$ cat config.mk
export PLATFORM = sky130hd
export DESIGN_NAME = burst_ram
export DESIGN_NICKNAME = d
export VERILOG_FILES = /design/src/rtl/mem_cfg_pkg.sv /design/src/rtl/mem_cmd_pkg.sv /design/src/rtl/burst_ram.sv
export SDC_FILE = /design/constraint.sdc
export NUM_CORES = 2
export LEC_CHECK = 0
export BUFFER_PORTS_ARGS = -buffer_cell sky130_fd_sc_hd__buf_2
export CAP_MARGIN = 0
export CORE_ASPECT_RATIO = 1.5
export CORE_MARGIN = 2
export CORE_UTILIZATION = 58
export DETAILED_ROUTE_END_ITERATION = 12
export PLACE_DENSITY_LB_ADDON = 0.12
export SLEW_MARGIN = 20
export SYNTH_ARGS = -nofsm -noshare
export SYNTH_HDL_FRONTEND = slang
export SYNTH_SLANG_ARGS = --single-unit
$ cat constraint.sdc
create_clock -name clk10M -period 2.8 [get_ports clk10M]
set_clock_uncertainty 0.2 [all_clocks]
set_input_delay 0.14 -clock clk10M [delete_from_list [all_inputs] [get_ports clk10M]]
set_output_delay 0.14 -clock clk10M [all_outputs]
set_load 0.005 [all_outputs]
$ cat src/rtl/mem_cfg_pkg.sv
// Fixed memory geometry of four clients, 256 words of 16 bits and bursts of 8; every size comes from here
package mem_cfg_pkg;

	// Address and data widths
	localparam int AN = 8;
	localparam int DN = 16;

	// Client count and read burst length are set by the console system
	localparam int IN = 4;
	localparam int BURST = 8;

	// Words in the on-chip array
	localparam int DEPTH = 1 << AN;

	// One memory word address, wraps at the top of the array
	typedef logic [AN - 1:0] addr_t;

	// One data word
	typedef logic [DN - 1:0] word_t;

	// Client index, also the owner tag on returned data
	typedef logic [$clog2(IN) - 1:0] client_t;

endpackage

$ cat src/rtl/mem_cmd_pkg.sv
// Command encodings for the shared memory path; the beat counter is sized for a power-of-two burst length
package mem_cmd_pkg;

	// Memory operation carried with each request
	typedef enum logic {
		OP_READ  = 1'b0,
		OP_WRITE = 1'b1
	} mem_op_e;

	// Arbiter FSM
	typedef enum logic [1:0] {
		ARB_IDLE  = 2'd0,
		ARB_ISSUE = 2'd1,
		ARB_WAIT  = 2'd2
	} arb_state_e;

	// Counts the words of one read burst
	typedef logic [$clog2(mem_cfg_pkg::BURST) - 1:0] beat_t;

endpackage

$ cat src/rtl/burst_ram.sv
// On-chip stand-in for the SDRAM with no refresh or command timing; reads return BURST words and wrap at the top address
`timescale 1ns/1ps

module burst_ram (
	input  logic                  clk10M,
	input  logic                  arst_n,
	// Command from the arbiter
	input  logic                  cmd_valid,
	input  mem_cmd_pkg::mem_op_e  cmd_op,
	input  mem_cfg_pkg::addr_t    cmd_addr,
	input  mem_cfg_pkg::word_t    cmd_data,
	input  mem_cfg_pkg::client_t  cmd_owner,
	// High while a burst is streaming
	output logic                  busy,
	// Shared read return
	output logic                  rsp_valid,
	output mem_cfg_pkg::client_t  rsp_owner,
	output mem_cfg_pkg::word_t    rsp_data
);

	mem_cfg_pkg::word_t mem [mem_cfg_pkg::DEPTH];

	logic streaming;
	logic rd_start;
	logic wr_en;
	logic last_beat;
	mem_cmd_pkg::beat_t beat;
	mem_cfg_pkg::addr_t rd_addr;

	assign rd_start = cmd_valid && (cmd_op == mem_cmd_pkg::OP_READ);
	assign wr_en = cmd_valid && (cmd_op == mem_cmd_pkg::OP_WRITE);
	assign last_beat = streaming && (beat == mem_cmd_pkg::beat_t'(mem_cfg_pkg::BURST - 1));

	// Burst sequencing
	always_ff @(posedge clk10M or negedge arst_n) begin
		if (!arst_n) begin
			streaming <= 1'b0;
			beat <= '0;
		end else if (rd_start) begin
			streaming <= 1'b1;
			beat <= '0;
		end else if (last_beat) begin
			streaming <= 1'b0;
		end else if (streaming) begin
			beat <= beat + 1'b1;
		end
	end

	// Array access, one word per cycle
	always_ff @(posedge clk10M) begin
		if (wr_en)
			mem[cmd_addr] <= cmd_data;
		if (rd_start) begin
			rsp_data <= mem[cmd_addr];
			rsp_owner <= cmd_owner;
			rd_addr <= cmd_addr + 1'b1;
		end else if (streaming) begin
			// 8-bit address rolls over to 0 on its own
			rsp_data <= mem[rd_addr];
			rd_addr <= rd_addr + 1'b1;
		end
	end

	assign busy = streaming;
	assign rsp_valid = streaming;

	assert property (@(posedge clk10M) disable iff (!arst_n)
		cmd_valid |-> !busy);

	// Owner tag holds for the whole burst
	assert property (@(posedge clk10M) disable iff (!arst_n)
		streaming && !last_beat |=> $stable(rsp_owner));

endmodule

==> flow_metrics.py <==
metrics = {
    "job": {
        "cap_violations": 0,
    },
    "clock_tree": {
        "clk_latency_ps": 1040,
        "htree_levels": 5,
        "clk_pin_slew_ps": 70,
        "root_buffer": "clkbuf_16",
        "tritoncts": "built",
        "cts.sinks": 4134,
        "cts_made_buffers": 390,
        "clockBufferDepth": 4,
    },
    "global_route": {
        "overflow": 0,
        "grt_pass1_wl_um": 1078000,
        "grt_pass1_vias": 123636,
        "grt_antenna_before_repair": 71,
        "grt_use_total_pct": 48.82,
        "grt_max_degree": 169,
    },
    "setup_path": {
        "crit_path_end_kind": "flop",
        "crit_path_start_kind": "flop",
        "worstPathRequired_ps": 3460,
        "worst_ep_arrival_time_ps": 4380,
        "worstPathMaxFanout": 11,
        "critPathKind": "flop to flop",
    },
    "hold_path": {
        "hold_path_class": "input pin to flop",
    },
    "yosys": {
        "synth_edf_count": 4122,
        "yosysSeqAreaShare_pct": 65.07,
        "yosysTopAreaCell": "edfxtp_1",
        "synth_cell_types": 80,
        "ys_ff_latch": 4134,
        "synth_top_area_share_pct": 64.94,
        "synthCells": 9398,
        "syn_area_per_cell_um2": 20.28,
        "synthTopCellsByArea": "edfxtp_1 (65%), mux4_2 (24%), mux2i_1 (2.6%)",
        "syn_area_um2": 190600,
        "synth_nets": 9431,
        "synth_flop_cell": "edfxtp_1",
        "ys.warnings.count": 0,
        "async_flop_share_pct": 0.09676,
    },
    "placement": {
        "place_congestion": 1.092,
        "numPortBuffers": 49,
        "dpl.cell_count": 15227,
        "dp.final_hpwl_um": 568300,
    },
    "floorplan": {
        "coreArea_um2": 326700,
        "initial_core_util_pct": 58.34,
        "die_h_um": 706.1,
        "rows": 257,
        "io_pins": 50,
        "die_area_um2": 333300,
        "die_x_um": 472.1,
    },
    "timing": {
        "fin_crit_sh_pct": 133.0,
        "final-hold-violation-count": 0,
        "slew-limit-headroom_pct": 13.46,
        "rsz0062_at_grt": "yes",
        "period_needed_ps": 3723,
        "clock.fmax_ghz": 0.2686,
        "finalSetupViolations": 16,
        "setup_slack_ps": -923.5,
        "finalMaxSlewViolations": 0,
        "worst_slew_pin_slew_ps": 1293,
        "tns_ps": -12550,
        "fin_hold_ws_ps": 54.71,
    },
    "power_and_ir_drop": {
        "ir_worst_vdd_uv": 749.3,
        "p_total_mw": 205.8,
        "p_per_area_nw_per_um2": 872.3,
        "leakage_nw": 77.84,
    },
    "finish": {
        "multi_input_area_um2": 65810,
        "final_cell_mix": "edfxtp_1 (4122), mux4_2 (2018), buf_4 (1724)",
        "final_common_cell": "edfxtp_1",
        "layout.cells.non_filler": 16203,
        "drive_above_1_share_pct": 47.91,
        "nFillCells": 19632,
        "syn_to_final_growth_pct": 23.76,
        "seq_area_um2": 124100,
        "nets": 11593,
    },
    "outcome": {
        "violations": "negative setup slack",
        "outcome": "finished, violations left",
    },
    "routing": {
        "wl_per_cell_um": 50.11,
        "dr.pass1.iters": 7,
        "vias": 126859,
        "ant_nets": 0,
        "routed_wl_um": 812000,
        "viasPerCell": 7.829,
        "first_iter_violations": 22931,
        "drcViolationCount": 0,
    },
}
## cells in the mapped netlist, types with 7 or more instances
library cell,n
a2111oi_0,7
a211oi_1,32
a21oi_1,233
a221oi_1,39
a22o_1,45
a22oi_1,486
a31oi_1,24
a32oi_1,12
a41oi_1,9
and2_1,16
buf_1,69
buf_2,255
buf_4,116
buf_6,42
clkbuf_1,286
dfxtp_1,8
edfxtp_1,4122
mux2_2,22
mux2i_1,502
mux4_2,2018
nand2_1,149
nand2b_1,35
nand3_1,98
nand3b_1,8
nand4_1,24
nor2_1,335
nor2b_1,20
nor3_1,46
nor4_1,34
o21ai_0,41
o221ai_1,17
o22ai_1,101
o31ai_1,10
or2_2,8
or4_1,14
## state kept, by name, indices dropped and copies added (netlist names), named ones only
register,cells
rsp_owner,2
busy,1
mem,4096
rsp_data,16
beat,3
rd_addr,8
## cell type report
class	instances	area share, %
Multi-Input combinational cell	4484	27.90
Tap cell	4273	2.266
Clock buffer	462	4.288
Sequential cell	4134	52.59
Clock inverter	241	0.9818
Inverter	7	0.01326
Timing Repair Buffer	2543	11.90
Antenna cell	59	0.06259
## cell families (layout without fill, tap and decap cells)
logic type	count (synthesis)	count (layout)	share of synthesized area, %
other	0	59	0
xor gates and xnor gates	8	8	0.03676
buffers and inverters	780	3253	2.129
AOI/OAI and AO/OA	1102	1102	4.026
DFF	4134	4134	65.07
and+or+nand+nor	824	824	2.036
adders and majority gates	3	3	0.01969
muxes	2547	2547	26.68
## worst max-delay path: stages, from the launching register on
cell	delay, ps
dfxtp_4	530
buf_4	210
nor2b_4	240
buf_12	220
buf_4	290
buf_4	210
a22oi_1	90
a21oi_2	750
nor2_1	170
a21oi_2	270
buf_4	220
o41a_1	140
## per-layer routing
metal / wire [um] / up-vias / global-route usage, %
li1: - / 45675 / -
met1: 237000 / 65840 / 56.49
met2: 365300 / 12068 / 72.93
met3: 110500 / 3240 / 15.41
met4: 98770 / 36 / 44.72
met5: 414 / - / 0
## power by group
group / switching, mW / internal [mW]
combinational: 47.1 / 35.6
sequential: 0.835 / 68.5
clock: 24.4 / 29.4
## final timing paths
kind                                       from               endpoint  slack [ps]  cells after the start
setup reg to reg                           flop  rsp_data[9]$_DFFE_PN_        -920                     11
max in group asynchronous                arst_n       busy$_DFFE_PN0P_        1880                      4
setup / recovery                           flop  rsp_data[9]$_DFFE_PN_        -920                     11
hold reg to reg            rd_addr[0]$_DFFE_PN_                   flop         300                      2
min in group asynchronous                arst_n    beat[2]$_DFFE_PN0P_         350                      4
hold / removal                      cmd_addr[4]  rsp_data[4]$_DFFE_PN_          50                      6
## through the flow
stage	area (um2)	utilization [%]	setup slack [ps]
final	235900	72.20	-923.5
after global placement	218700	66.95	-1933
after detailed placement	218800	66.96	-1545
after CTS	233200	71.38	-888.3
after floorplan	192300	-	-257.7
after global routing	235800	72.17	-851.7
## what timing repair did
item / 4_1_cts / 5_1_grt
cloned: 7 / 8
hold endpoints to repair: 3735 / 0
pin swaps: 16 / 77
setup endpoints to repair: 16 / 19
gates resized for setup: 181 / 294
buffers inserted: 50 / 121
hold buffers: 39 / 0
Power figures use the tool's default switching activity.
