===== config.mk =====
export PLATFORM = sky130hd
export DESIGN_NAME = client_port
export DESIGN_NICKNAME = d
export VERILOG_FILES = /design/src/rtl/mem_cfg_pkg.sv /design/src/rtl/mem_cmd_pkg.sv /design/src/rtl/client_port.sv
export SDC_FILE = /design/constraint.sdc
export NUM_CORES = 1
export LEC_CHECK = 0
export ABC_AREA = 1
export BUFFER_PORTS_ARGS = -buffer_cell sky130_fd_sc_hd__buf_2
export CAP_MARGIN = 5
export CORE_MARGIN = 8
export CORE_UTILIZATION = 44
export DETAILED_ROUTE_END_ITERATION = 7
export PLACE_DENSITY_LB_ADDON = 0.05
export SYNTH_ARGS = -nofsm -noshare
export SYNTH_HDL_FRONTEND = slang
export SYNTH_SLANG_ARGS = --single-unit

===== constraint.sdc =====
create_clock -name clk10M -period 3.26 [get_ports clk10M]
set_input_delay 0.489 -clock clk10M [delete_from_list [all_inputs] [get_ports clk10M]]
set_output_delay 0.489 -clock clk10M [all_outputs]
set_load 0.03 [all_outputs]

===== src/rtl/mem_cfg_pkg.sv =====
// Fixed memory geometry of four clients, 256 words of 16 bits and bursts of 8; every size comes from here
package mem_cfg_pkg;

	// Address and data widths
	localparam int AN = 8;
	localparam int DN = 16;

	// Client count and read burst length are set by the console system
	localparam int IN = 4;
	localparam int BURST = 8;

	// Words in the on-chip array
	localparam int DEPTH = 1 << AN;

	// One memory word address, wraps at the top of the array
	typedef logic [AN - 1:0] addr_t;

	// One data word
	typedef logic [DN - 1:0] word_t;

	// Client index, also the owner tag on returned data
	typedef logic [$clog2(IN) - 1:0] client_t;

endpackage


===== src/rtl/mem_cmd_pkg.sv =====
// Command encodings for the shared memory path; the beat counter is sized for a power-of-two burst length
package mem_cmd_pkg;

	// Memory operation carried with each request
	typedef enum logic {
		OP_READ  = 1'b0,
		OP_WRITE = 1'b1
	} mem_op_e;

	// Arbiter FSM
	typedef enum logic [1:0] {
		ARB_IDLE  = 2'd0,
		ARB_ISSUE = 2'd1,
		ARB_WAIT  = 2'd2
	} arb_state_e;

	// Counts the words of one read burst
	typedef logic [$clog2(mem_cfg_pkg::BURST) - 1:0] beat_t;

endpackage


===== src/rtl/client_port.sv =====
// One client slot; the client must hold req, addr, data and wr until ack, and a new request waits for the port's read burst to finish
`timescale 1ns/1ps

module client_port #(
	parameter mem_cfg_pkg::client_t ID = '0
) (
	input  logic                  clk10M,
	input  logic                  arst_n,
	// Client request
	input  logic                  req,
	input  mem_cfg_pkg::addr_t    addr,
	input  mem_cfg_pkg::word_t    data,
	input  logic                  wr,
	// Arbiter grant and shared read return
	input  logic                  grant,
	input  logic                  rsp_valid,
	input  mem_cfg_pkg::client_t  rsp_owner,
	// Back to the client
	output logic                  ack,
	output logic                  valid,
	// Pending request seen by the arbiter
	output logic                  pend,
	output mem_cmd_pkg::mem_op_e  pend_op,
	output mem_cfg_pkg::addr_t    pend_addr,
	output mem_cfg_pkg::word_t    pend_data
);

	logic take;
	logic rd_out;
	mem_cmd_pkg::beat_t rd_cnt;

	// New request accepted only with the slot empty and no burst in flight
	assign take = req && !pend && !rd_out;

	// Ack in the same cycle as the grant
	assign ack = grant && pend;

	// Pick own words off the shared return bus
	assign valid = rsp_valid && (rsp_owner == ID);

	always_ff @(posedge clk10M or negedge arst_n) begin
		if (!arst_n) begin
			pend <= 1'b0;
		end else if (take) begin
			pend <= 1'b1;
		end else if (ack) begin
			pend <= 1'b0;
		end
	end

	always_ff @(posedge clk10M) begin
		if (take) begin
			pend_op <= wr ? mem_cmd_pkg::OP_WRITE : mem_cmd_pkg::OP_READ;
			pend_addr <= addr;
			pend_data <= data;
		end
	end

	// Outstanding read, cleared after the last word of the burst
	always_ff @(posedge clk10M or negedge arst_n) begin
		if (!arst_n) begin
			rd_out <= 1'b0;
			rd_cnt <= '0;
		end else if (ack && pend_op == mem_cmd_pkg::OP_READ) begin
			rd_out <= 1'b1;
			rd_cnt <= '0;
		end else if (valid) begin
			if (rd_cnt == mem_cmd_pkg::beat_t'(mem_cfg_pkg::BURST - 1)) begin
				rd_out <= 1'b0;
				rd_cnt <= '0;
			end else begin
				rd_cnt <= rd_cnt + 1'b1;
			end
		end
	end

	// Client holds its request until acked
	assert property (@(posedge clk10M) disable iff (!arst_n)
		req && !ack |=> req && $stable(addr) && $stable(wr));

	// Arbiter only grants a pending port, so ack never comes without one
	assert property (@(posedge clk10M) disable iff (!arst_n)
		grant |-> pend);

	// Own words arrive only while a read is outstanding
	assert property (@(posedge clk10M) disable iff (!arst_n)
		valid |-> rd_out);

endmodule


==> results of run 1 <==
sequential cells by signal (all words and copies together) (netlist names):
signal / flops
pend_data: 16
rd_out: 1
pend_op: 1
pend_addr: 8
rd_cnt: 3
pend: 1
area by class of cell:
| cell class | instances | share of cell area |
|---|---|---|
| Inverter | 7 | 0.0184 |
| Timing Repair Buffer | 60 | 0.214 |
| Tap cell | 28 | 0.0246 |
| Multi-Input combinational cell | 23 | 0.0931 |
| Sequential cell | 30 | 0.615 |
| Clock inverter | 2 | 0.00615 |
| Clock buffer | 6 | 0.0290 |
worst max path at each step:
stage,startpoint,to,slack [ns],depth (start not counted)
floorplan,pend,pend_addr[0],1.71,3
global placement,req,pend_addr[3],1.48,5
detailed placement,req,pend_data[12],1.45,5
CTS,pend,pend_data[1],1.64,3
global route,pend,pend_data[1],1.55,3
finish,pend,pend_data[1],1.68,3
stage by stage:
| step | instances | total power, W | hold slack [ns] | cell area [um^2] |
|---|---|---|---|---|
| after floorplan | 60 | 0.000614 | 0.193 | 1030 |
| after global placement | 147 | 0.000671 | 0.315 | 1370 |
| after detailed placement | 147 | 0.000679 | 0.314 | 1370 |
| after CTS | 156 | 0.000878 | 0.320 | 1430 |
| after global routing | 156 | 0.000911 | 0.304 | 1430 |
| final | 156 | 0.000861 | 0.337 | 1430 |
worst register-to-register path: stages, from the launching register on:
cell and delay, ns:
sky130_fd_sc_hd__dfrtp_1 0.41, sky130_fd_sc_hd__inv_1 0.08, sky130_fd_sc_hd__nand2_1 0.06, sky130_fd_sc_hd__inv_1 0.66
per-layer routing:
layer  global-route usage  part of all wire  up-vias  wire, um
met5                    0                 0        -         0
met4               0.0899             0.022        0        48
met3               0.0842              0.15        5       327
met2                0.164              0.47       44      1010
met1               0.0857              0.35      311       759
li1                     -                 -      347         -
placed cells by master, fill, tap and decap left out:
master,n
sky130_fd_sc_hd__dfrtp_1,5
sky130_fd_sc_hd__buf_2,59
sky130_fd_sc_hd__nor2_4,1
sky130_fd_sc_hd__nand2_2,1
sky130_fd_sc_hd__nand3_1,7
sky130_fd_sc_hd__edfxtp_1,25
sky130_fd_sc_hd__clkinv_2,1
sky130_fd_sc_hd__clkbuf_1,1
sky130_fd_sc_hd__clkinv_1,1
sky130_fd_sc_hd__ha_1,2
sky130_fd_sc_hd__inv_1,6
sky130_fd_sc_hd__nand2_1,7
sky130_fd_sc_hd__nand4_1,1
sky130_fd_sc_hd__nor2_1,2
sky130_fd_sc_hd__dlygate4sd3_1,1
sky130_fd_sc_hd__o21ai_0,1
sky130_fd_sc_hd__inv_2,1
sky130_fd_sc_hd__clkbuf_4,5
sky130_fd_sc_hd__nand3_2,1
cell families (layout without fill, tap and decap cells):
logic type               count (synthesis)  after routing  synth area share
buffers and inverters                    7             75            0.0254
flip-flops                              30             30             0.846
AND/OR/NAND/NOR                         20             20            0.0992
AO/OA/AOI/OAI                            1              1           0.00483
adder cells (fa/ha/maj)                  2              2            0.0242
what timing repair did:
action | CTS | global route
hold endpoints to repair | 5 | 0
resized for setup | 0 | 0
hold buffers | 1 | 0
buffers inserted | 0 | 0
report_power, final:
part / total, W / internal (W) / switching, W
Combinational: 0.000173 / 0.0000568 / 0.000117
Sequential: 0.000494 / 0.000473 / 0.0000209
Clock: 0.000194 / 0.0000807 / 0.000113
Total: 0.000861 / 0.000610 / 0.000251
==> impl_summary.log, run 1 <==
[metrics] critical hold path startpoint: data[13]
[metrics] yosys warns: 0
[metrics] cell with the largest stage delay on the worst path: sky130_fd_sc_hd__inv_1
[metrics] fraction of synthesized cell area taken by the top area cell type: 0.726
[metrics] sinks on the clock net: 30
[metrics] min-delay worst type: in -> reg
[metrics] post-detailed-route wirelength per cell: 13.7 um
[metrics] number of antenna cells inserted: 0
[metrics] status: completed
[metrics] die height: 64.5 um
[metrics] worst slack after detailed placement: 1.45 ns
[metrics] dominant delay contributor by cell family on the critical path: buffers and inverters
[metrics] setup TNS: 0 ns
[metrics] count leader, synth: sky130_fd_sc_hd__edfxtp_1
[metrics] area of the die: 4160 um^2
[metrics] area used by sequential logic in the layout: 876 um^2
[metrics] maximum number of pins on one net before global-route repair: 26
[metrics] Max-slew headroom: 0.393
[metrics] Bufs and invs on worst path: 2
[metrics] data required time of the worst path: 3.21 ns
[metrics] proportion of synthesized chip area in sequential cells: 0.846
[metrics] endpoint of the worst-slack reg-to-reg timing path: pend_data[1]
[metrics] GR Util All Layers: 0.106
[metrics] CTS tree: done
[metrics] initial antenna violation count: 0
[metrics] worst path cell trace: inv_1 -> nand2_1 -> inv_1
[metrics] core region area: 2210 um^2
[metrics] overall via count from detail_route: 707
[metrics] Hold Crit Depth: 1
[metrics] deepest clock path buffer count: 2
[metrics] endpoints failing hold: 0
[metrics] number of nets produced by synthesis: 94
[metrics] synthesis-to-finish area growth: 37.7%
[metrics] startpoint of the worst register-to-register path: pend
[metrics] starting utilization of the core area: 0.468
[metrics] number of vias per cell: 4.53
[metrics] max capacitance violation total: 0
[metrics] H-tree level count: 2
[metrics] endpoint class of the critical path: flip-flop
[metrics] Post-synth top cells: sky130_fd_sc_hd__edfxtp_1 (25), sky130_fd_sc_hd__nand2_1 (7), sky130_fd_sc_hd__nand3_1 (7)
[metrics] startpoint-to-endpoint class of the critical path: reg -> reg
[metrics] DP Wirelength: 1710 um
[metrics] clock-pin slew on the worst setup and hold paths: 0.09 ns
[metrics] I/O Pins: 60
[metrics] number of enable-type register cells in the synthesized netlist: 25
[metrics] clock period minus worst slack: 1.58 ns
[metrics] net total in the final layout: 161
[metrics] share of post-route cells with drive strength above 1: 0.539
[metrics] Post-Synthesis Cell Area: 1030 um^2
[metrics] count of routing violations after the opening detailed-route iteration: 41
[metrics] total setup violations reported at the end of the flow: 0
[metrics] fin crit share: 0.486
[metrics] overall die width: 64.5 um
[metrics] first-pass GRT wire length: 3180 um
[metrics] final-layout fill cell count: 196
[metrics] worst endpoint data arrival time: 1.53 ns
[metrics] hold worst-path end: pend_data[13]
[metrics] main area contributors after synthesis: sky130_fd_sc_hd__edfxtp_1 (73%), sky130_fd_sc_hd__dfrtp_1 (12%), sky130_fd_sc_hd__nand3_1 (3.4%)
[metrics] Static Leak: 0.665 nW
[metrics] Max stage delay on crit path: 0.66 ns
[metrics] final RePlAce weighted congestion: 0.687
[metrics] row cnt: 17
[metrics] maximum fanout along the worst path: 25
[metrics] startpoint type of the worst setup path: flip-flop
[metrics] Clk Latency, worst-skew pair: 0.32 ns
[metrics] setup repair after global routing missed its margin: false
[metrics] vias in the first global route: 700
[metrics] register bit count reported by yosys: 30
[metrics] max-slew violation count: 0
[metrics] overall overflow remaining after global route: 0
[metrics] Least-Margin Pin Slew: 0.910 ns
[metrics] Total Routed Length: 2140 um
[metrics] post-route DRC violation count: 0
[metrics] remaining antenna violation count after routing: 0
[metrics] count of mapped cells out of synthesis: 60
[metrics] Max Clock Freq: 631 MHz
[metrics] total area of multi-input combinational cells: 133 um^2
[metrics] Root Driver: sky130_fd_sc_hd__clkbuf_4
[metrics] ratio of total power to cell area: 604 nW/um^2
[metrics] cell with the most instances on the worst path: sky130_fd_sc_hd__inv_1
[metrics] iteration count of the initial detailed-routing pass: 4
[metrics] Main synth FF type: sky130_fd_sc_hd__edfxtp_1
[metrics] utilization after layout: 0.644
[metrics] IR drop worst, VDD: 0.000388 V
[metrics] worst setup slack for register-to-register paths: 1.68 ns
[metrics] cell type with the highest aggregate area in the netlist: sky130_fd_sc_hd__edfxtp_1
[metrics] Async SR Flop Fraction: 0.167
[metrics] CTS Buf Count: 5
[metrics] number of port buffers: 59
[metrics] PnR worst setup slack: 1.68 ns
[metrics] average cell area after synthesis: 17.2 um^2
[metrics] number of distinct standard cells referenced by the synthesized netlist: 13
[metrics] reg2reg path depth: 3
[metrics] maximum clock skew at final layout: 0.00536 ns
No activity file was read; power rests on OpenSTA's default activity.
==> run 2: changes to the inputs <==
--- a/config.mk
+++ b/config.mk
@@ -9,7 +9,7 @@
 export BUFFER_PORTS_ARGS = -buffer_cell sky130_fd_sc_hd__buf_2
 export CAP_MARGIN = 5
 export CORE_MARGIN = 8
-export CORE_UTILIZATION = 44
+export CORE_UTILIZATION = 42
 export DETAILED_ROUTE_END_ITERATION = 7
 export PLACE_DENSITY_LB_ADDON = 0.05
 export SYNTH_ARGS = -nofsm -noshare
==> constraint.sdc (replaced) <==
create_clock -name clk10M -period 1.6 [get_ports clk10M]
set_input_delay 0.24 -clock clk10M [delete_from_list [all_inputs] [get_ports clk10M]]
set_output_delay 0.24 -clock clk10M [all_outputs]
set_load 0.03 [all_outputs]
==> run 2 against run 1 <==
Compared with the run above: non-clock buffer count up 2; critical endpoint is now ack; critical path depth unchanged; cell area up 1.1%; sequential power up 100%; largest power group unchanged; clock-buffer cell count up 1; highest routed layer unchanged.
==> impl_summary.log, run 2 (same netlist as run 1, synthesis figures left out) <==
[metrics] core region area: 2410 um^2 (+8.9%)
[metrics] CTS tree: done
[metrics] post-route DRC violation count: 0 (unchanged)
[metrics] Cell Count, Final, Fillers Out: 160 (+2.6%)
[metrics] GR Util All Layers: 0.107 (+0.00105)
[metrics] setup repair after global routing missed its margin: false
[metrics] die height: 65.6 um (+1.8%)
[metrics] Max stage delay on crit path: 0.40 ns (-0.26 ns)
[metrics] switching power as a share of total power: 0.292 (+0.000361)
[metrics] clock period minus worst slack: 1.24 ns
[metrics] Pint: 0.00125 W (+110%)
[metrics] Static Leak: 0.673 nW (+1.2%)
[metrics] startpoint type of the worst setup path: flip-flop
[metrics] Max-slew headroom: 0.867 (+0.475)
[metrics] dominant delay contributor by cell family on the critical path: flip-flops
[metrics] I/O Pins: 60 (unchanged)
[metrics] endpoints failing hold: 0 (unchanged)
[metrics] combinational power share: 0.205 (+0.004)
[metrics] startpoint-to-endpoint class of the critical path: reg -> out
[metrics] first-pass GRT wire length: 3530 um (+11%)
[metrics] fin crit share: 0.776
[metrics] number of port buffers: 59 (unchanged)
[metrics] synthesis-to-finish area growth: 39.3%
[metrics] endpoint class of the critical path: output port
[metrics] maximum fanout along the worst path: 4 (-84%)
[metrics] setup TNS: 0 ns (unchanged)
[metrics] total setup violations reported at the end of the flow: 0 (unchanged)
[metrics] worst slack after detailed placement: 0.432 ns (-1.02 ns)
[metrics] biggest registers after layout: pend_data: 16 flops, pend_addr: 8 flops, rd_cnt: 3 flops
[metrics] worst path cell trace: nand2_1 -> inv_1 -> buf_2
[metrics] commonest non-fill, non-tap cell in the layout: sky130_fd_sc_hd__buf_2
[metrics] post-detailed-route wirelength per cell: 13.7 um (-0.50%)
[metrics] clock-pin slew on the worst setup and hold paths: 0.09 ns (about the same)
[metrics] final RePlAce weighted congestion: 0.709 (+3.3%)
[metrics] max-slew violation count: 0 (unchanged)
[metrics] Total Routed Length: 2190 um (+2.1%)
[metrics] status: completed
[metrics] count of routing violations after the opening detailed-route iteration: 21 (-49%)
[metrics] worst endpoint data arrival time: 1.00 ns (-0.53 ns)
[metrics] number of antenna cells inserted: 0 (unchanged)
[metrics] Net Sw Power: 0.000516 W (+110%)
[metrics] overall overflow remaining after global route: 0 (unchanged)
[metrics] vias in the first global route: 811 (+16%)
[metrics] max capacitance violation total: 0 (unchanged)
[metrics] row cnt: 18 (+1)
[metrics] maximum number of pins on one net before global-route repair: 17 (-35%)
[metrics] DP Wirelength: 1740 um (+2.0%)
[metrics] CTS Buf Count: 5 (unchanged)
[metrics] remaining antenna violation count after routing: 0 (unchanged)
[metrics] cell with the largest stage delay on the worst path: sky130_fd_sc_hd__dfrtp_1
[metrics] Max Clock Freq: 806 MHz
[metrics] H-tree level count: 2 (unchanged)
[metrics] total placed cells including tap cells: 151 (+2.7%)
[metrics] net total in the final layout: 163 (+1.2%)
[metrics] number of vias per cell: 4.39 (-3.2%)
[metrics] ratio of total power to cell area: 1230 nW/um^2 (+100%)
[metrics] deepest clock path buffer count: 2 (unchanged)
[metrics] overall die width: 65.6 um (+1.8%)
[metrics] min-delay worst type: in -> reg
[metrics] sinks on the clock net: 30 (unchanged)
[metrics] PnR worst setup slack: 0.359 ns (-1.32 ns)
[metrics] overall via count from detail_route: 702 (-0.71%)
[metrics] sequential group share of total power: 0.568 (-0.005)
[metrics] Root Driver: sky130_fd_sc_hd__clkbuf_4
[metrics] iteration count of the initial detailed-routing pass: 4 (unchanged)
[metrics] initial antenna violation count: 0 (unchanged)
[metrics] Largest register FFs: 16 (unchanged)
[metrics] maximum clock skew at final layout: 0.00612 ns (+0.000752 ns)
[metrics] IR drop worst, VDD: 0.000842 V (+120%)
[metrics] area of the die: 4310 um^2 (+3.6%)
[metrics] clock group share of total power: 0.227 (+0.002)
[metrics] Least-Margin Pin Slew: 0.199 ns (-0.711 ns)
[metrics] total power of the final layout: 0.00177 W (+110%)
[metrics] most frequent cells in the layout: sky130_fd_sc_hd__buf_2 (59), sky130_fd_sc_hd__edfxtp_1 (25), sky130_fd_sc_hd__nand2_1 (7), sky130_fd_sc_hd__nand3_1 (7), sky130_fd_sc_hd__inv_1 (6)
[metrics] starting utilization of the core area: 0.429 (-0.0384)
[metrics] Bufs and invs on worst path: 2 (unchanged)
[metrics] register containing the most flip-flops in the final layout: pend_data
[metrics] utilization after layout: 0.598 (-0.0461)
[metrics] share of post-route cells with drive strength above 1: 0.538 (-0.000601)
[metrics] data required time of the worst path: 1.36 ns (-1.85 ns)
[metrics] Clk Latency, worst-skew pair: 0.32 ns (about the same)
[run 2: changes by cell type in the layout (fill, tap and decap cells not counted), sizes merged]
cell,previous run,this run
clkbuf,6,7
clkinv,2,1
buf,59,61
[run 2: repair_timing]
item / 4_1_cts / 5_1_grt
gates resized for setup: 0 / 0
setup buffers: 0 / 0
hold endpoints to repair: 5 / 0
hold buffers: 1 / 0
[run 2: worst register-to-register path, cell delays in order, from the launching register on]
cell,delay (ns)
sky130_fd_sc_hd__dfrtp_1,0.42
sky130_fd_sc_hd__inv_1,0.08
sky130_fd_sc_hd__nand2_1,0.07
sky130_fd_sc_hd__inv_1,0.08
sky130_fd_sc_hd__buf_4,0.23
[run 2: through the flow]
stage / area, um^2 / hold WS [ns]
4_1_cts: 1440 / 0.0683
3_5_place_dp: 1380 / 0.0669
3_3_place_gp: 1380 / 0.0634
2_1_floorplan: 1030 / -0.0556
5_1_grt: 1440 / 0.0610
6_report: 1440 / 0.0896
[run 2: worst paths after layout]
| path | start | end | slack [ns] | cells after the start |
|---|---|---|---|---|
| min in group asynchronous | arst_n | rd_cnt[1] | 0.26 | 2 |
| worst min register to register | rd_out | rd_out | 0.49 | 2 |
| worst min-delay path | data[11] | pend_data[11] | 0.09 | 1 |
| max in group asynchronous | arst_n | rd_cnt[0] | 1.20 | 2 |
| worst max-delay path | pend | ack | 0.36 | 3 |
| worst max register to register | pend | pend_data[13] | 0.43 | 4 |
[run 2: final cells by class]
type                       instances  area (um^2)
clock buffer                       7         45.0
clock inverter                     1         3.75
fill                             215          968
timing repair buffer              62          320
multi-input combinational         23          133
inverter                           7         26.3
tap                               30         37.5
sequential                        30          876
[run 2: power groups by stage]
| stage | Sequential [W] | Clock (W) | Combinational [W] |
|---|---|---|---|
| 4_1_cts | 0.00101 | 0.000429 | 0.000371 |
| 3_5_place_dp | 0.00103 | 0 | 0.000368 |
| 6_report | 0.00101 | 0.000401 | 0.000363 |
| 3_3_place_gp | 0.00102 | 0 | 0.000358 |
| 5_1_grt | 0.00102 | 0.000453 | 0.000402 |
| 2_1_floorplan | 0.00113 | 0 | 0.000123 |
[run 2: metal layers]
metal | GRT usage | wire (um) | share of wire | vias to the layer above
met5 | 0 | 0 | 0 | -
met4 | 0.0409 | 34 | 0.016 | 0
met3 | 0.0731 | 243 | 0.11 | 3
met2 | 0.175 | 1110 | 0.51 | 34
met1 | 0.104 | 795 | 0.36 | 314
li1 | - | - | - | 351
