[src/rtl/mem_cfg_pkg.sv]
// Fixed memory geometry of four clients, 256 words of 16 bits and bursts of 8; every size comes from here
package mem_cfg_pkg;

	// Address and data widths
	localparam int AN = 8;
	localparam int DN = 16;

	// Client count and read burst length are set by the console system
	localparam int IN = 4;
	localparam int BURST = 8;

	// Words in the on-chip array
	localparam int DEPTH = 1 << AN;

	// One memory word address, wraps at the top of the array
	typedef logic [AN - 1:0] addr_t;

	// One data word
	typedef logic [DN - 1:0] word_t;

	// Client index, also the owner tag on returned data
	typedef logic [$clog2(IN) - 1:0] client_t;

endpackage

[src/rtl/mem_cmd_pkg.sv]
// Command encodings for the shared memory path; the beat counter is sized for a power-of-two burst length
package mem_cmd_pkg;

	// Memory operation carried with each request
	typedef enum logic {
		OP_READ  = 1'b0,
		OP_WRITE = 1'b1
	} mem_op_e;

	// Arbiter FSM
	typedef enum logic [1:0] {
		ARB_IDLE  = 2'd0,
		ARB_ISSUE = 2'd1,
		ARB_WAIT  = 2'd2
	} arb_state_e;

	// Counts the words of one read burst
	typedef logic [$clog2(mem_cfg_pkg::BURST) - 1:0] beat_t;

endpackage

[src/rtl/rr_arbiter.sv]
// Round-robin arbiter for a fixed client count; one command in flight, completing in grant order
`timescale 1ns/1ps

module rr_arbiter (
	input  logic                         clk10M,
	input  logic                         arst_n,
	// Pending requests from the ports
	input  logic [mem_cfg_pkg::IN - 1:0] pend,
	input  mem_cmd_pkg::mem_op_e         pend_op [mem_cfg_pkg::IN],
	input  mem_cfg_pkg::addr_t           pend_addr [mem_cfg_pkg::IN],
	input  mem_cfg_pkg::word_t           pend_data [mem_cfg_pkg::IN],
	// Memory status
	input  logic                         busy,
	// One-hot grant back to the ports
	output logic [mem_cfg_pkg::IN - 1:0] grant,
	// Command to the memory
	output logic                         cmd_valid,
	output mem_cmd_pkg::mem_op_e         cmd_op,
	output mem_cfg_pkg::addr_t           cmd_addr,
	output mem_cfg_pkg::word_t           cmd_data,
	output mem_cfg_pkg::client_t         cmd_owner
);

	mem_cmd_pkg::arb_state_e state;
	mem_cfg_pkg::client_t last;
	mem_cfg_pkg::client_t sel;
	logic [mem_cfg_pkg::IN - 1:0] one_hot;
	logic found;
	logic start;

	// Search from the client after the last grant
	always_comb begin
		mem_cfg_pkg::client_t idx;
		found = 1'b0;
		sel = last;
		for (int k = 1; k <= mem_cfg_pkg::IN; k++) begin
			idx = last + mem_cfg_pkg::client_t'(k);
			if (!found && pend[idx]) begin
				found = 1'b1;
				sel = idx;
			end
		end
		one_hot = '0;
		one_hot[sel] = 1'b1;
	end

	assign start = (state == mem_cmd_pkg::ARB_IDLE) && !busy && found;

	always_ff @(posedge clk10M or negedge arst_n) begin
		if (!arst_n) begin
			state <= mem_cmd_pkg::ARB_IDLE;
			grant <= '0;
			cmd_valid <= 1'b0;
			// Pointer so that client 0 is searched first
			last <= mem_cfg_pkg::client_t'(mem_cfg_pkg::IN - 1);
		end else begin
			case (state)
				mem_cmd_pkg::ARB_IDLE: begin
					if (start) begin
						grant <= one_hot;
						last <= sel;
						state <= mem_cmd_pkg::ARB_ISSUE;
					end
				end
				mem_cmd_pkg::ARB_ISSUE: begin
					grant <= '0;
					cmd_valid <= 1'b1;
					state <= mem_cmd_pkg::ARB_WAIT;
				end
				mem_cmd_pkg::ARB_WAIT: begin
					cmd_valid <= 1'b0;
					// busy only rises the cycle after cmd_valid
					if (!cmd_valid && !busy)
						state <= mem_cmd_pkg::ARB_IDLE;
				end
				default: begin
					grant <= '0;
					cmd_valid <= 1'b0;
					state <= mem_cmd_pkg::ARB_IDLE;
				end
			endcase
		end
	end

	// Command payload of the granted port
	always_ff @(posedge clk10M) begin
		if (start) begin
			cmd_op <= pend_op[sel];
			cmd_addr <= pend_addr[sel];
			cmd_data <= pend_data[sel];
			cmd_owner <= sel;
		end
	end

	assert property (@(posedge clk10M) disable iff (!arst_n)
		$onehot0(grant));

endmodule

[config.mk]
export PLATFORM = sky130hd
export DESIGN_NAME = rr_arbiter
export DESIGN_NICKNAME = d
export VERILOG_FILES = /design/src/rtl/mem_cfg_pkg.sv /design/src/rtl/mem_cmd_pkg.sv /design/src/rtl/rr_arbiter.sv
export SDC_FILE = /design/constraint.sdc
export NUM_CORES = 1
export LEC_CHECK = 0
export BUFFER_PORTS_ARGS = -buffer_cell sky130_fd_sc_hd__clkbuf_2
export CAP_MARGIN = 30
export CORE_ASPECT_RATIO = 2
export CORE_MARGIN = 4
export CORE_UTILIZATION = 42
export DETAILED_ROUTE_END_ITERATION = 8
export PLACE_DENSITY = 0.8
export SLEW_MARGIN = 10
export SYNTH_ARGS = -nofsm -noshare
export SYNTH_HDL_FRONTEND = slang
export SYNTH_SLANG_ARGS = --single-unit
[constraint.sdc]
create_clock -name clk10M -period 2.7 [get_ports clk10M]
set_input_delay 0.135 -clock clk10M [delete_from_list [all_inputs] [get_ports clk10M]]
set_output_delay 0.135 -clock clk10M [all_outputs]
set_load 0.05 [all_outputs]
==> results_dict.tcl, run 1 <==
set metrics [dict create \
    yosys.area_share.adder 0 \
    num_vias 1780 \
    power.share.clock 0.125 \
    syn_avg_cell_area_um2 13.73 \
    path_cells "nand2b_1 > o21ai_0 > mux2i_4 > buf_12 > mux2i_1 > mux2i_1" \
    multi_input_area_um2 962.2 \
    fin_crit_sh 0.7636 \
    grt_pass1_wl_um 8404 \
    synthMuxAreaShare 0.3669 \
    htreeDepth 2 \
    wl_per_cell_um 15.83 \
    intPower_w 0.001720 \
    grt_max_degree 54 \
    die_x_um 58.01 \
    initial_core_util 0.4318 \
    ys_ff_latch 36 \
    finalCriticalPeriod_ns 2.062 \
    drcViolationCount 0 \
    cts_root_buffer "clkbuf_8" \
    p_seq_frac 0.313 \
    nets 399 \
    postCtsSetupRepairBufs 0 \
    routed_wl_um 5540 \
    swShare 0.4533 \
    n_fill_cell 429 \
    clk_path_buf_depth 2 \
    row_count 36 \
    hold_class "primary input to register" \
    overflow 0 \
    worstSetupStartpointType "register" \
    p_per_area_nw_per_um2 1077 \
    grt_pass1_vias 1806 \
    setup_viol 0 \
    slowest_delay_ns 0.57 \
    hold_slack_ns 0.07282 \
    yosysUniqueCellTypes 21 \
    cts.sinks 36 \
    chipHeight_um 108.0 \
    grt_usage 0.1766 \
    cp.arrival_ns 2.09 \
    drtIter0Drc 46 \
    antenna_found_initial 0 \
    syn_inst 153 \
    cts-resized-gates 0 \
    hold_violations 0 \
    drtPass1Iterations 3 \
    outcome "finished, final reports clean" \
    drv_slew 0 \
    relSlewSlack 0.5721 \
    antenna_cells 0 \
    required_ns 2.72 \
    pwr-share-comb 0.563 \
    skew_ns 0.002567 \
    fp.coreArea_um2 4865 \
    cpMaxStageDelayCell "dfstp_2" \
    max-vdd-ir-drop_v 0.001132 \
    maxCapViolCount 0 \
    cts_made_buffers 5 \
    rsz0062_at_grt "false" \
    die_area_um2 6266 \
    worstMarginPinSlew_ns 0.6360 \
    synth.net_count 260 \
    layout_commonest_cell "clkbuf_2" \
    regArea_um2 1039 \
    hpwl_um 4402 \
    p_switching_w 0.001426 \
    crit_family "multiplexers" \
    mostFrequentLayoutCells "clkbuf_2, mux2i_1, edfxtp_1, dfrtp_1, clkbuf_8" \
    avgViaCountPerCell 5.086 \
    postRouteAntennaNets 0 \
    path_common_cell "mux2i_1" \
    synth_top_family_by_area "multiplexers" \
    gp_congestion 0.7864 \
    fmax_mhz 485.1 \
    end_kind "register" \
    synth_xor_area_frac 0 \
    setup_tns_ns 0 \
    clkLatencyLatePin_ns 0.28 \
    synthesis.area_um2 2101 \
    io_buffer_count 138 \
    pin_count 139 \
    critPathBufInv 1 \
    cp_max_fo 53 \
    synthSimpleGateAreaFrac 0.03693 \
    cts_tree "yes" \
    postCtsHoldBufs 1 \
    critPathKind "register to register" \
    drive_above_1_share 0.5290 \
    yosysWarnings 0 \
    yosysSeqAreaShare 0.4943 \
    p_leak_nw 1.524 \
    synthToLayoutAreaGrowth_pct 39.13 \
    synth_compound_area_frac 0.04288 \
    clk_pin_slew_ns 0.07 \
]
power groups by stage:
stage,clock [W],combinational (W),sequential (W)
after floorplan,0,0.000954,0.00150
after global placement,0,0.00176,0.000992
after detailed placement,0,0.00179,0.000995
after CTS,0.000405,0.00179,0.000985
after global routing,0.000426,0.00188,0.00100
final,0.000392,0.00177,0.000984
cell usage after synthesis:
cell type / count / area (um2)
buf_8: 1 / 15.01
nor4_1: 2 / 12.51
buf_4: 2 / 15.01
o32ai_1: 4 / 35.03
o21ai_0: 2 / 10.01
buf_6: 6 / 67.56
inv_1: 5 / 18.77
dfrtp_1: 7 / 175.2
nor2_1: 4 / 15.01
a221oi_2: 1 / 15.01
o21a_1: 2 / 15.01
clkbuf_1: 1 / 3.750
o21ai_1: 1 / 5.000
mux2i_1: 77 / 770.7
edfxtp_1: 27 / 810.8
nand2b_1: 4 / 25.02
nand2_1: 1 / 3.750
a21oi_1: 2 / 10.01
inv_2: 1 / 3.750
nor4_4: 1 / 21.27
dfstp_2: 2 / 52.55
logic make-up (layout without fill, tap and decap cells):
logic type,after synthesis,in the layout
muxes,77,77
DFF,36,36
buffers and inverters,16,156
AOI/OAI and AO/OA,12,12
and+or+nand+nor,12,12
final cells by class:
class,instances,area share
timing repair buffer,142,0.2517
inverter,6,0.007705
sequential,36,0.3553
clock buffer,6,0.02825
clock inverter,2,0.003425
tap,57,0.02440
multi-input combinational,101,0.3292
path summary, 6_finish.rpt:
check | start | to | slack [ns] | depth (start not counted)
setup reg to reg | last[0]$_DFFE_PN1P_ | cmd_addr[6]$_DFFE_PP_ | 0.64 | 6
hold reg to reg | cmd_valid$_DFFE_PN0P_ | cmd_valid$_DFFE_PN0P_ | 0.53 | 2
max in group asynchronous | arst_n | last[1]$_DFFE_PN1P_ | 2.22 | 2
setup / recovery | last[0]$_DFFE_PN1P_ | cmd_addr[6]$_DFFE_PP_ | 0.64 | 6
hold / removal | busy | state[0]$_DFFE_PN0P_ | 0.07 | 2
min in group asynchronous | arst_n | grant[3]$_DFFE_PN0P_ | 0.23 | 2
sequential cells by signal (all words and copies together) (netlist names):
| name | cells |
|---|---|
| last | 2 |
| cmd_op | 1 |
| cmd_valid | 1 |
| cmd_addr | 8 |
| state | 2 |
| cmd_owner | 2 |
| cmd_data | 16 |
| grant | 4 |
stage by stage:
stage               instance area [um2]  setup slack [ns]  cells  power (W)    util
floorplan                          2101            0.4481    153   0.002451       -
global placement                   2820            0.6769    341   0.002749  0.5797
detailed placement                 2820            0.6340    341   0.002786  0.5797
CTS                                2923            0.6345    350   0.003185  0.6008
global route                       2923            0.5728    350   0.003314  0.6008
finish                             2923            0.6384    350   0.003147  0.6008
per-layer routing:
layer	global-route usage	wire (um)	vias to the layer above
li1	-	-	856
met5	0	0	-
met3	0.04779	369	10
met2	0.3358	3254	70
met4	0.06965	116	0
met1	0.1730	1800	844
No activity file was read; power rests on OpenSTA's default activity.
==> run 2: changes to the inputs <==
clock period = 1.9 ns   (was 2.7 ns; I/O delays follow)
==> run 2 against run 1 <==
  * Combinational power is 76% higher
  * Largest cell class unchanged
  * Critical endpoint is now cmd_addr[0]$_DFFE_PP_
  * Critical path type unchanged
  * Global-route usage is 1.2 points higher
  * Cell area is 8.8% higher
  * Non-clock buffer count is 14 higher
  * Critical path depth is 1 higher
  * Sequential cell count stayed put
  * Fmax is 10% higher
  * Sequential power is 42% higher
==> results_dict.tcl, run 2 (synthesized netlist as in run 1, its figures left out) <==
set metrics [dict create \
    outcome "finished, final reports clean" \
    finalCriticalPeriod_ns 1.867 \
    layout_commonest_cell "clkbuf_2" \
    row_count 36 \
    setup_viol 0 \
    grt_usage 0.1881 \
    die_x_um 58.01 \
    antenna_found_initial 0 \
    hold_violations 0 \
    n_fill_cell 417 \
    p_switching_w 0.002166 \
    cts_made_buffers 5 \
    setup_ws_ns 0.03320 \
    fin_crit_sh 0.9825 \
    top_register "cmd_data" \
    cts.sinks 36 \
    drcViolationCount 0 \
    max-vdd-ir-drop_v 0.0009449 \
    fmax_mhz 535.7 \
    gp_congestion 0.7855 \
    cts_tree "yes" \
    power.share.clock 0.103 \
    overflow 0 \
    cts_root_buffer "clkbuf_8" \
    grt_pass1_vias 1859 \
    antenna_cells 0 \
    slowest_delay_ns 0.55 \
    cp.arrival_ns 2.00 \
    clk_path_buf_depth 2 \
    fp.coreArea_um2 4865 \
    mostFrequentLayoutCells "clkbuf_2, mux2i_1, edfxtp_1, dfrtp_1, buf_12" \
    io_buffer_count 138 \
    num_vias 1860 \
    htreeDepth 2 \
    clkLatencyLatePin_ns 0.29 \
    p_seq_frac 0.278 \
    clk_pin_slew_ns 0.07 \
    grt_max_degree 37 \
    required_ns 2.03 \
    p_per_area_nw_per_um2 1581 \
    maxCapViolCount 0 \
    routed_wl_um 6379 \
    skew_ns 0.01036 \
    drtPass1Iterations 4 \
    cpMaxStageDelayCell "dfstp_2" \
    dp.cells 346 \
    worstMarginPinSlew_ns 0.3358 \
    initial_core_util 0.4318 \
    place_area_um2 2908 \
    die_area_um2 6266 \
    drv_slew 0 \
    grt_pass1_wl_um 8818 \
    hpwl_um 4793 \
    pin_count 139 \
    intPower_w 0.002862 \
    chipHeight_um 108.0 \
    cp_max_fo 11 \
    swShare 0.4308 \
    p_leak_nw 1.651 \
    fin_area_um2 3179 \
    postRouteAntennaNets 0 \
    synthToLayoutAreaGrowth_pct 51.34 \
    wl_per_cell_um 17.52 \
    avgViaCountPerCell 5.110 \
    path_cells "buf_6 > nand2b_4 > o21ai_1 > a221oi_4 > buf_4 > buf_12 > mux2i_1" \
    worstSetupStartpointType "register" \
    end_kind "register" \
    fin_cells 364 \
    largest_reg_flops 16 \
    dp_worst_setup_slack_ns 0.01599 \
    largestRegisters "cmd_data: 16 flops, cmd_addr: 8 flops, grant: 4 flops" \
    nets 413 \
    critPathKind "register to register" \
    drtIter0Drc 50 \
    hold_class "primary input to register" \
    relSlewSlack 0.7761 \
    drive_above_1_share 0.5570 \
    pwr-share-comb 0.619 \
]
-- run 2: repair_timing --
item	CTS	global route
setup buffers	0	4
pin swaps	0	1
endpoints found under the hold margin	9	0
cloned	0	5
hold buffers	1	0
setup endpoints to repair	3	24
gates resized for setup	1	5
-- run 2: worst paths after layout --
check,start,endpoint,slack [ns],cells after the start
setup reg to reg,last[0]$_DFFE_PN1P_,cmd_addr[0]$_DFFE_PP_,0.03,7
max in group asynchronous,arst_n,last[0]$_DFFE_PN1P_,1.43,2
hold reg to reg,cmd_valid$_DFFE_PN0P_,cmd_valid$_DFFE_PN0P_,0.54,2
setup / recovery,last[0]$_DFFE_PN1P_,cmd_addr[0]$_DFFE_PP_,0.03,7
min in group asynchronous,arst_n,grant[3]$_DFFE_PN0P_,0.20,2
hold / removal,busy,state[0]$_DFFE_PN0P_,0.05,2
-- run 2: power by group through the flow --
stage,sequential [W],clock (W),combinational (W)
finish,0.00140,0.000518,0.00311
global route,0.00143,0.000565,0.00328
CTS,0.00139,0.000534,0.00273
detailed placement,0.00141,0,0.00272
global placement,0.00140,0,0.00267
floorplan,0.00213,0,0.00136
-- run 2: worst max-delay path: cells and delay by family, from the launching register on --
family,cells,cell delay [ns]
flip-flops,1,0.55
AND/OR/NAND/NOR,1,0.11
AO/OA/AOI/OAI,2,0.42
buffers and inverters,3,0.41
multiplexers,1,0.22
-- run 2: per-layer routing --
metal | GRT usage | vias up | wire length [um]
met5 | 0 | - | 0
met4 | 0.07794 | 0 | 189
met3 | 0.05974 | 14 | 442
met2 | 0.3430 | 83 | 3702
met1 | 0.1907 | 875 | 2043
li1 | - | 888 | -
-- run 2: layout make-up --
class                   count  area [um2]  share of cell area
clock inverters             1       5.005            0.001574
inverters                   6       22.52            0.007084
multi-input cells         101       984.7              0.3097
flip-flops and latches     36        1039              0.3266
well taps                  57       71.32             0.02243
clock buffers               7       76.32             0.02401
repair buffers            156       980.9              0.3085
-- run 2: per-stage QoR --
| step | setup TNS [ns] | hold slack [ns] | power [W] | util |
|---|---|---|---|---|
| floorplan | -5.907 | -0.2006 | 0.003492 | - |
| global placement | 0 | -0.03428 | 0.004071 | 0.5977 |
| detailed placement | 0 | -0.02773 | 0.004128 | 0.5977 |
| CTS | 0 | 0.03632 | 0.004652 | 0.6165 |
| global route | -0.7806 | 0.04418 | 0.005277 | 0.6535 |
| finish | 0 | 0.04639 | 0.005028 | 0.6535 |
==> run 3: changes to the inputs <==
CORE_ASPECT_RATIO = 0.5   (was 2)
GPL_ROUTABILITY_DRIVEN = 0   (was default)
==> run 3 against run 2 <==
  * First-iteration DRC count fell by 42%
  * Core utilization rose by 4.3 points
  * Sequential power barely moved
  * Setup slack got worse by 0.0021 ns
  * Die area did not move
  * Critical path type unchanged
==> results_dict.tcl, run 3 (synthesized netlist as in run 1, its figures left out) <==
set metrics [dict create \
    multi_input_area_um2 996.0 \
    layout_commonest_cell "clkbuf_2" \
    num_vias 1846 \
    dp.cells 355 \
    postRouteAntennaNets 0 \
    nets 415 \
    initial_core_util 0.4551 \
    cp_max_fo 6 \
    dp_worst_setup_slack_ns -0.05967 \
    fin_crit_sh 0.9836 \
    reg2reg_from "last[0]$_DFFE_PN1P_" \
    pin_count 139 \
    cts.sinks 36 \
    io_buffer_count 138 \
    fin_cells 375 \
    worstHoldStart "busy" \
    setup_tns_ns 0 \
    setup_viol 0 \
    required_ns 1.94 \
    maxCapViolCount 0 \
    drive_above_1_share 0.5761 \
    cts_root_buffer "clkbuf_8" \
    fp.coreArea_um2 4616 \
    wl_per_cell_um 16.07 \
    critPathKind "register to register" \
    drtPass1Iterations 4 \
    htreeDepth 2 \
    largest_reg_flops 16 \
    grt_use_met1 0.1878 \
    overflow 0 \
    outcome "finished, final reports clean" \
    hpwl_um 4286 \
    grtUsageMet3 0.04227 \
    setup_ws_ns 0.03107 \
    mostFrequentLayoutCells "clkbuf_2, mux2i_1, edfxtp_1, buf_4, dfrtp_1" \
    clk_pin_slew_ns 0.07 \
    p_per_area_nw_per_um2 1611 \
    chipHeight_um 58.01 \
    grt_max_degree 28 \
    die_x_um 108.0 \
    rsz0062_at_grt "true" \
    regArea_um2 1039 \
    row_count 17 \
    largestRegisters "cmd_data: 16 flops, cmd_addr: 8 flops, grant: 4 flops" \
    crit_start "last[0]$_DFFE_PN1P_" \
    hold_violations 0 \
    fmax_mhz 535.1 \
    drcViolationCount 0 \
    met2_usage 0.3525 \
    clkLatencyLatePin_ns 0.29 \
    p_leak_nw 1.650 \
    drv_slew 0 \
    grt_pass1_wl_um 8638 \
    synthToLayoutAreaGrowth_pct 53.07 \
    die_area_um2 6266 \
    finalCriticalPeriod_ns 1.869 \
    grt_pass1_vias 1915 \
    cp.arrival_ns 1.90 \
    relSlewSlack 0.5401 \
    hold_class "primary input to register" \
    clk_path_buf_depth 2 \
    max-vdd-ir-drop_v 0.0007081 \
    worstMarginPinSlew_ns 0.6846 \
    cts_made_buffers 5 \
    top_register "cmd_data" \
    power_w 0.005182 \
    skew_ns 0.007440 \
    routed_wl_um 6026 \
    end_kind "register" \
    grt_usage 0.1790 \
    cts_tree "yes" \
    drtIter0Drc 29 \
    n_fill_cell 346 \
    top_usage_layer "met2" \
    worstSetupStartpointType "register" \
    avgViaCountPerCell 4.923 \
    antenna_cells 0 \
    antenna_found_initial 0 \
]
## run 3: cell count changes in the layout (fill, tap and decap cells not counted), moves of 2 or more
cell	previous run	this run
buf_12	6	3
mux2i_1	75	70
mux2i_2	1	6
buf_4	5	8
buf_6	2	4
## run 3: worst paths after layout
| path | to | slack, ns | depth (start not counted) |
|---|---|---|---|
| worst max-delay path | cmd_addr[7]$_DFFE_PP_ | 0.03 | 7 |
| worst min-delay path | state[0]$_DFFE_PN0P_ | 0.03 | 2 |
| worst max register to register | cmd_addr[7]$_DFFE_PP_ | 0.03 | 7 |
| worst min register to register | cmd_valid$_DFFE_PN0P_ | 0.52 | 2 |
| max in group asynchronous | last[1]$_DFFE_PN1P_ | 1.42 | 2 |
| min in group asynchronous | grant[2]$_DFFE_PN0P_ | 0.22 | 2 |
## run 3: what timing repair did
action / CTS / global route
hold buffers: 1 / 0
setup buffers: 4 / 3
pin swaps: 0 / 1
resized for setup: 5 / 9
endpoints found under the hold margin: 9 / 0
cloned: 2 / 4
endpoints found under the setup margin: 25 / 25
## run 3: where the power goes
group / leakage (nW) / internal, W / switching (W) / total, W
combinational: 1.23 / 0.00134 / 0.00179 / 0.00313
clock: 0.0552 / 0.000389 / 0.000276 / 0.000665
sequential: 0.366 / 0.00125 / 0.000135 / 0.00138
## run 3: layout make-up
class                      instances  share of cell area
timing repair buffer             158              0.3012
tap                               66             0.02568
clock buffer                       6             0.02257
inverter                           6            0.007004
clock inverter                     2             0.01089
multi-input combinational        101              0.3097
sequential                        36              0.3230
## run 3: metal layers
layer | share of wire | vias up
met5 | 0 | -
met2 | 0.56 | 68
met4 | 0.015 | 0
met3 | 0.048 | 10
met1 | 0.38 | 869
li1 | - | 899
## run 3: critical path, cell delays in order (launching register included)
cell and delay [ns]:
dfstp_2 0.58, nand2b_4 0.14, o21ai_2 0.07, mux2i_4 0.21, buf_6 0.17, buf_16 0.13, mux2i_2 0.23, mux2i_1 0.10
## run 3: through the flow
stage            util  hold slack (ns)  cell area, um2
4_1_cts        0.6780          0.02392            3129
3_3_place_gp   0.6270         -0.04028            2894
3_5_place_dp   0.6270         -0.03639            2894
5_1_grt        0.6967          0.02733            3216
2_1_floorplan       -          -0.2006            2111
6_report       0.6967          0.02679            3216
